[src/source/nes_pad_pkg.sv]
package nes_pad_pkg;

  // serial report geometry
  localparam int pad_bits    = 8;
  localparam int report_bits = 24;

  // multitap signature bytes, sent after the second pad
  localparam logic [7:0] multitap_sig_port1 = 8'h08;
  localparam logic [7:0] multitap_sig_port2 = 8'h04;

  // upper report when only one pad sits on a port
  localparam logic [15:0] report_fill = 16'hffff;

  localparam int turbo_speed_bits = 3;

  // raw buttons of one player
  typedef struct packed {
    logic a;
    logic b;
    logic a_turbo;
    logic b_turbo;
    logic start;
    logic select;
    logic up;
    logic down;
    logic left;
    logic right;
  } pad_buttons_t;

  // one pad byte as shifted out, lsb goes first
  typedef struct packed {
    logic right;
    logic left;
    logic down;
    logic up;
    logic start;
    logic select;
    logic b;
    logic a;
  } pad_byte_t;

  // console side strobe and per-port clocks
  typedef struct packed {
    logic strobe;
    logic clock1;
    logic clock2;
  } port_ctrl_t;

  // data word the console samples on each port read
  typedef struct packed {
    logic       zapper_trigger;
    logic       zapper_light;
    logic [1:0] reserved;
    logic       serial;
  } port_data_t;

endpackage

[src/source/turbo_phase_gen.sv]
`timescale 1ns/1ps

module turbo_phase_gen
  import nes_pad_pkg::*;
(
  input  logic                        clk_ppu_21_47,
  input  logic                        reset_nes,
  input  logic                        vsync,
  input  logic [turbo_speed_bits-1:0] turbo_speed,
  output logic                        turbo_phase
);

  logic                        vsync_q;
  logic                        vsync_rise;
  logic [turbo_speed_bits-1:0] frame_count;

  // one frame per rising edge of vsync
  assign vsync_rise = vsync & ~vsync_q;

  always_ff @(posedge clk_ppu_21_47) begin
    if (reset_nes) begin
      vsync_q <= 1'b0;
    end else begin
      vsync_q <= vsync;
    end
  end

  // count frames, flip the phase every turbo_speed + 1 of them
  always_ff @(posedge clk_ppu_21_47) begin
    if (reset_nes) begin
      frame_count <= '0;
      turbo_phase <= 1'b0;
    end else if (vsync_rise) begin
      if (frame_count == turbo_speed) begin
        frame_count <= '0;
        turbo_phase <= ~turbo_phase;
      end else begin
        frame_count <= frame_count + 1'b1;
      end
    end
  end

  // the phase is shared by all four players, so autofire
  // on different pads stays in step

endmodule

[src/source/pad_report_decode.sv]
`timescale 1ns/1ps

module pad_report_decode
  import nes_pad_pkg::*;
(
  input  pad_buttons_t           player1,
  input  pad_buttons_t           player2,
  input  pad_buttons_t           player3,
  input  pad_buttons_t           player4,
  input  logic                   turbo_phase,
  input  logic                   multitap_enabled,
  input  logic                   swap_controllers,
  output logic [report_bits-1:0] report1,
  output logic [report_bits-1:0] report2
);

  // merge turbo into a and b, reorder into shift order
  function automatic pad_byte_t to_pad_byte(input pad_buttons_t p, input logic phase);
    pad_byte_t pb;
    pb.a      = p.a | (p.a_turbo & phase);
    pb.b      = p.b | (p.b_turbo & phase);
    pb.select = p.select;
    pb.start  = p.start;
    pb.up     = p.up;
    pb.down   = p.down;
    pb.left   = p.left;
    pb.right  = p.right;
    return pb;
  endfunction

  pad_byte_t pad1;
  pad_byte_t pad2;
  pad_byte_t pad3;
  pad_byte_t pad4;

  logic [pad_bits-1:0]             pad_x;
  logic [pad_bits-1:0]             pad_y;
  logic [report_bits-pad_bits-1:0] upper1;
  logic [report_bits-pad_bits-1:0] upper2;

  always_comb begin
    pad1 = to_pad_byte(player1, turbo_phase);
    pad2 = to_pad_byte(player2, turbo_phase);
    pad3 = to_pad_byte(player3, turbo_phase);
    pad4 = to_pad_byte(player4, turbo_phase);
  end

  // first byte on each port, players one and two may trade places
  always_comb begin
    if (swap_controllers) begin
      pad_x = pad2;
      pad_y = pad1;
    end else begin
      pad_x = pad1;
      pad_y = pad2;
    end
  end

  // upper 16 bits: extra pad plus signature, or all ones
  always_comb begin
    if (multitap_enabled) begin
      upper1 = {multitap_sig_port1, pad3};
      upper2 = {multitap_sig_port2, pad4};
    end else begin
      upper1 = report_fill;
      upper2 = report_fill;
    end
  end

  assign report1 = {upper1, pad_x};
  assign report2 = {upper2, pad_y};

endmodule

[src/source/serial_port_shifter.sv]
`timescale 1ns/1ps

module serial_port_shifter
  import nes_pad_pkg::*;
(
  input  logic                   clk_ppu_21_47,
  input  logic                   reset_nes,
  input  logic                   load,
  input  logic                   port_clock,
  input  logic [report_bits-1:0] report,
  output logic                   serial
);

  logic [report_bits-1:0] shift_reg;
  logic                   port_clock_q;
  logic                   port_clock_fall;

  // falling edge seen on the first cycle the clock samples low
  assign port_clock_fall = port_clock_q & ~port_clock;

  always_ff @(posedge clk_ppu_21_47) begin
    if (reset_nes) begin
      port_clock_q <= 1'b0;
    end else begin
      port_clock_q <= port_clock;
    end
  end

  // shift takes priority over a load in the same cycle
  always_ff @(posedge clk_ppu_21_47) begin
    if (reset_nes) begin
      shift_reg <= '0;
    end else if (port_clock_fall) begin
      shift_reg <= {1'b0, shift_reg[report_bits-1:1]};
    end else if (load) begin
      shift_reg <= report;
    end
  end

  // zeros follow once the 24 report bits are out
  assign serial = shift_reg[0];

endmodule

[src/source/port_data_assembly.sv]
`timescale 1ns/1ps

module port_data_assembly
  import nes_pad_pkg::*;
(
  input  logic       clk_ppu_21_47,
  input  logic       reset_nes,
  input  logic       serial1,
  input  logic       serial2,
  input  logic       gun_enabled,
  input  logic       zapper_trigger,
  input  logic       zapper_light,
  output port_data_t joypad1_data,
  output port_data_t joypad2_data
);

  // two stage synchronizers, bit 1 is the stable copy
  logic [1:0] trigger_sync;
  logic [1:0] light_sync;

  always_ff @(posedge clk_ppu_21_47) begin
    if (reset_nes) begin
      trigger_sync <= 2'b00;
      light_sync   <= 2'b00;
    end else begin
      trigger_sync <= {trigger_sync[0], zapper_trigger};
      light_sync   <= {light_sync[0], zapper_light};
    end
  end

  // port 1 carries only the pad line
  always_comb begin
    joypad1_data                = '0;
    joypad1_data.serial         = serial1;
  end

  // external gun lives on port 2
  always_comb begin
    joypad2_data                = '0;
    joypad2_data.serial         = serial2;
    joypad2_data.zapper_trigger = gun_enabled & trigger_sync[1];
    joypad2_data.zapper_light   = gun_enabled & light_sync[1];
  end

endmodule

[src/source/nes_controller_top.sv]
`timescale 1ns/1ps

module nes_controller_top
  import nes_pad_pkg::*;
(
  input  logic                        clk_ppu_21_47,
  input  logic                        reset_nes,

  input  pad_buttons_t                player1,
  input  pad_buttons_t                player2,
  input  pad_buttons_t                player3,
  input  pad_buttons_t                player4,

  input  logic                        vsync,
  input  logic [turbo_speed_bits-1:0] turbo_speed,
  input  logic                        multitap_enabled,
  input  logic                        swap_controllers,

  // bit 1 picks the external light gun
  input  logic [1:0]                  lightgun_enabled,
  input  logic                        zapper_trigger,
  input  logic                        zapper_light,

  input  port_ctrl_t                  joypad,
  output port_data_t                  joypad1_data,
  output port_data_t                  joypad2_data
);

  logic                   turbo_phase;
  logic [report_bits-1:0] report1;
  logic [report_bits-1:0] report2;
  logic                   serial1;
  logic                   serial2;

  turbo_phase_gen turbo_gen (
    .clk_ppu_21_47 (clk_ppu_21_47),
    .reset_nes     (reset_nes),
    .vsync         (vsync),
    .turbo_speed   (turbo_speed),
    .turbo_phase   (turbo_phase)
  );

  pad_report_decode report_decode (
    .player1          (player1),
    .player2          (player2),
    .player3          (player3),
    .player4          (player4),
    .turbo_phase      (turbo_phase),
    .multitap_enabled (multitap_enabled),
    .swap_controllers (swap_controllers),
    .report1          (report1),
    .report2          (report2)
  );

  // both ports share the strobe, each has its own clock
  serial_port_shifter port1_shifter (
    .clk_ppu_21_47 (clk_ppu_21_47),
    .reset_nes     (reset_nes),
    .load          (joypad.strobe),
    .port_clock    (joypad.clock1),
    .report        (report1),
    .serial        (serial1)
  );

  serial_port_shifter port2_shifter (
    .clk_ppu_21_47 (clk_ppu_21_47),
    .reset_nes     (reset_nes),
    .load          (joypad.strobe),
    .port_clock    (joypad.clock2),
    .report        (report2),
    .serial        (serial2)
  );

  port_data_assembly data_assembly (
    .clk_ppu_21_47  (clk_ppu_21_47),
    .reset_nes      (reset_nes),
    .serial1        (serial1),
    .serial2        (serial2),
    .gun_enabled    (lightgun_enabled[1]),
    .zapper_trigger (zapper_trigger),
    .zapper_light   (zapper_light),
    .joypad1_data   (joypad1_data),
    .joypad2_data   (joypad2_data)
  );

endmodule

[config.mk]
export PLATFORM = sky130hd
export DESIGN_NAME = nes_controller_top
export DESIGN_NICKNAME = d
export VERILOG_FILES = /design/src/source/nes_pad_pkg.sv /design/src/source/turbo_phase_gen.sv /design/src/source/pad_report_decode.sv /design/src/source/serial_port_shifter.sv /design/src/source/port_data_assembly.sv /design/src/source/nes_controller_top.sv
export SDC_FILE = /design/constraint.sdc
export NUM_CORES = 1
export LEC_CHECK = 0
export BUFFER_PORTS_ARGS = -buffer_cell sky130_fd_sc_hd__buf_2
export CORE_AREA = 4 4 115 117
export CTS_CLUSTER_DIAMETER = 60
export DETAILED_ROUTE_END_ITERATION = 8
export DIE_AREA = 0 0 119 121
export HOLD_SLACK_MARGIN = 0.12
export PLACE_DENSITY = 0.47
export SYNTH_ARGS = -nofsm -noshare
export SYNTH_HDL_FRONTEND = slang
export SYNTH_SLANG_ARGS = --single-unit
[constraint.sdc]
create_clock -name clk_ppu_21_47 -period 2.1 [get_ports clk_ppu_21_47]
set_input_delay 0.105 -clock clk_ppu_21_47 [delete_from_list [all_inputs] [get_ports clk_ppu_21_47]]
set_output_delay 0.105 -clock clk_ppu_21_47 [all_outputs]
set_load 0.02 [all_outputs]
==> results by group <==
Drt
  – Met1 Wirelength: 3080 um
  – Met2 wire len: 3120 um
  – Vias per cell: 4.40
  – Final wirelength: 6620 um
  – DRT iter0 DRCs: 108
  – Antenna-violating nets left: 0
  – Drt wl/cell: 12.1 um
  – Pre-antenna DRT Iters: 4
  – Highest metal used: met4
  – Total number of vias: 2405
  – Met3 routed WL: 358 um
  – # DRC: 0

Place
  – Placed instance count: 524
  – Dpl cell area: 3140 sq um
  – Dpl ws: 633 ps
  – Port-buffer cells: 57
  – Placer Congestion: 0.716
  – Post-detail-place hpwl: 4450 um

Timing
  – Clk_skew: 4.36 ps
  – Worst-Margin Slew: 765 ps
  – Setup TNS: 0 ps
  – Hold Violations, Final: 0
  – Worst Setup Slack, final: 449 ps
  – Hold WS: 145 ps
  – Max Freq: 606 MHz
  – Clock period minus worst slack: 1650 ps
  – Fin crit share: 78.6%
  – # setup viols final: 0
  – Final Max Slew Viols: 0
  – Worst rel slew slack: 49.0%
  – RSZ-0062 raised after global routing: no

Flow run
  – Max_cap viols: 0

Power and ir drop
  – Int Pwr: 2300 uW
  – Leakage: 0.00143 uW
  – Worst vdd ir: 347 uV
  – Switching part of the total: 25.2%
  – Comb pwr share: 11.7%
  – Part of the power in registers: 40.6%
  – Total power per unit cell area: 877 nW/um^2
  – Psw: 775 uW
  – Clock power frac: 47.6%

Critical path
  – Worst Setup Path Type: in2reg
  – Reg2Reg Launch Point: port1_shifter.port_clock_q
  – CP arrival: 1880 ps
  – R2R depth: 3
  – Worst setup path end: port2_shifter.shift_reg[1]
  – Worst reg2reg endpoint: port1_shifter.shift_reg[1]
  – Crit path capture type: register
  – WP data required: 2330 ps
  – Critical Path Start: joypad[0]
  – Setup crit start kind: input pin
  – Reg2Reg Setup Slack: 640 ps
  – Worst Path Max Fanout: 19

Min path
  – WHS Path Cells: 3
  – Min-delay worst type: in2reg

Clocking
  – PostCTS Resize Cnt: 0
  – CTS max path bufs: 2
  – Root Buffer: clkbuf_16
  – CTS tree: built
  – H-tree levels: 3
  – Clk slew on worst S/H paths: 60 ps
  – Clock buffer count from CTS: 9
  – Sink Count: 59
  – Skew-Pair Late Insertion Delay: 320 ps

Logic synthesis
  – Post-synth top cells: 59 x dfxtp_1, 52 x nand2_1, 41 x a21oi_1
  – Most instantiated library cell after synthesis: dfxtp_1
  – Syn Inst Count: 321
  – Synth unique cells: 33
  – Synthesized area: 2780 sq um
  – Ys Warns: 0
  – Seq/Total Area, Yosys: 42.5%
  – Synth Register Bits: 59
  – Ys flop type: dfxtp_1
  – Dominant cells by area after synthesis: dfxtp_1 43%, a21oi_1 7.4%, nand2_1 7.0%, mux2i_1 6.1%, o221ai_1 4.7%
  – Synth top area share: 42.5%
  – Post-synth ARST share: 0%
  – Post-synth EDFFs: 0
  – Leading area contributor after synthesis: dfxtp_1
  – Avg Inst Size Synth: 8.66 sq um

Die
  – FP Rows: 41
  – CORE AREA: 12400 sq um
  – Starting Density: 22.5%
  – Die width: 119 um
  – Chip height: 121 um
  – IO Pins: 65
  – Die area: 14400 sq um

Global route
  – Vias in the first global route: 2396
  – Largest net degree at the start of global routing: 41
  – First-pass GRT wire length: 11300 um
  – GRT Resource Usage Total: 9.75%
  – Initial antenna violation count: 0
  – Total gr overflow: 0

Cells and area
  – Ant diodes: 0
  – Post-route cell area: 3500 sq um
  – Final nets: 425
  – Layout cells sized above 1: 22.2%
  – Final Non-Filler Cells: 546
  – Area grow syn2layout: 26.1%

Run status
  – Status: finished, final reports clean
-- timing repair --
item,4_1_cts,5_1_grt
hold buffers,6,0
setup endpoints to repair,0,0
setup buffers,0,0
hold endpoints to repair,8,0
-- layer usage --
layer	track usage (%)	vias up
met4	3.91	0
met2	15.5	50
met5	0	-
met1	12.3	1113
met3	3.08	7
li1	-	1235
-- power by group through the flow --
stage               Combinational [uW]  Clock, uW  Sequential [uW]
finish                             361       1460             1250
global route                       412       1570             1260
CTS                                367       1530             1250
detailed placement                 357          0             1270
global placement                   348          0             1270
floorplan                          272          0             1260
-- how the worst min path moves through the flow --
stage                    from                             to  slack, ps
6_report           player3[4]    port1_shifter.shift_reg[10]        150
5_1_grt            player3[4]    port1_shifter.shift_reg[10]        150
4_1_cts            player3[4]    port1_shifter.shift_reg[10]        130
3_5_place_dp     zapper_light    data_assembly.light_sync[0]        320
3_3_place_gp   zapper_trigger  data_assembly.trigger_sync[0]        320
2_1_floorplan       reset_nes    port2_shifter.shift_reg[23]        190
-- cells by family (layout without fill, tap and decap cells) --
group	after synthesis	in the layout	synth area share [%]
buffers and inverters	39	87	7.65
and+or+nand+nor	97	97	15.6
other	1	6	0.135
xor gates and xnor gates	3	3	1.22
muxes	22	22	8.15
DFF	59	59	42.5
AOI/OAI and AO/OA	99	99	24.3
adders and majority gates	1	1	0.450
-- cells in the final DEF (no fill, tap or decap), types with 4 or more instances in the layout --
cell type       n
a21o_1          4
a221oi_1        5
buf_4           6
a21oi_1        41
o211ai_1       13
nand2_1        52
a211o_1        12
buf_2          57
and3_1          4
o221ai_1       15
dfxtp_1        59
conb_1          6
dlygate4sd3_1   6
nor2_1         18
clkbuf_16       9
nor2b_1         9
nor3_1          4
mux2i_1        17
o21ai_0         4
mux2_1          5
-- stage by stage --
step                      total power, uW  utilization, %
after floorplan                      1530               -
after global placement               1620            25.4
after detailed placement             1630            25.4
after CTS                            3150            28.3
after global routing                 3250            28.3
final                                3080            28.3
-- cell type report --
class                      count  area, sq um
fill                        1349         8860
timing repair buffer          69          390
tap                          172          215
inverter                       2         7.51
clock inverter                 7         76.3
sequential                    59         1180
multi-input combinational    228         1410
clock buffer                   9          225
-- worst max-delay path: stages --
cell and delay (ps):
dlygate4sd3_1 540, buf_2 140, nand2b_1 500, and3_1 370, a221oi_1 220
(Power assumes the default switching activity.)
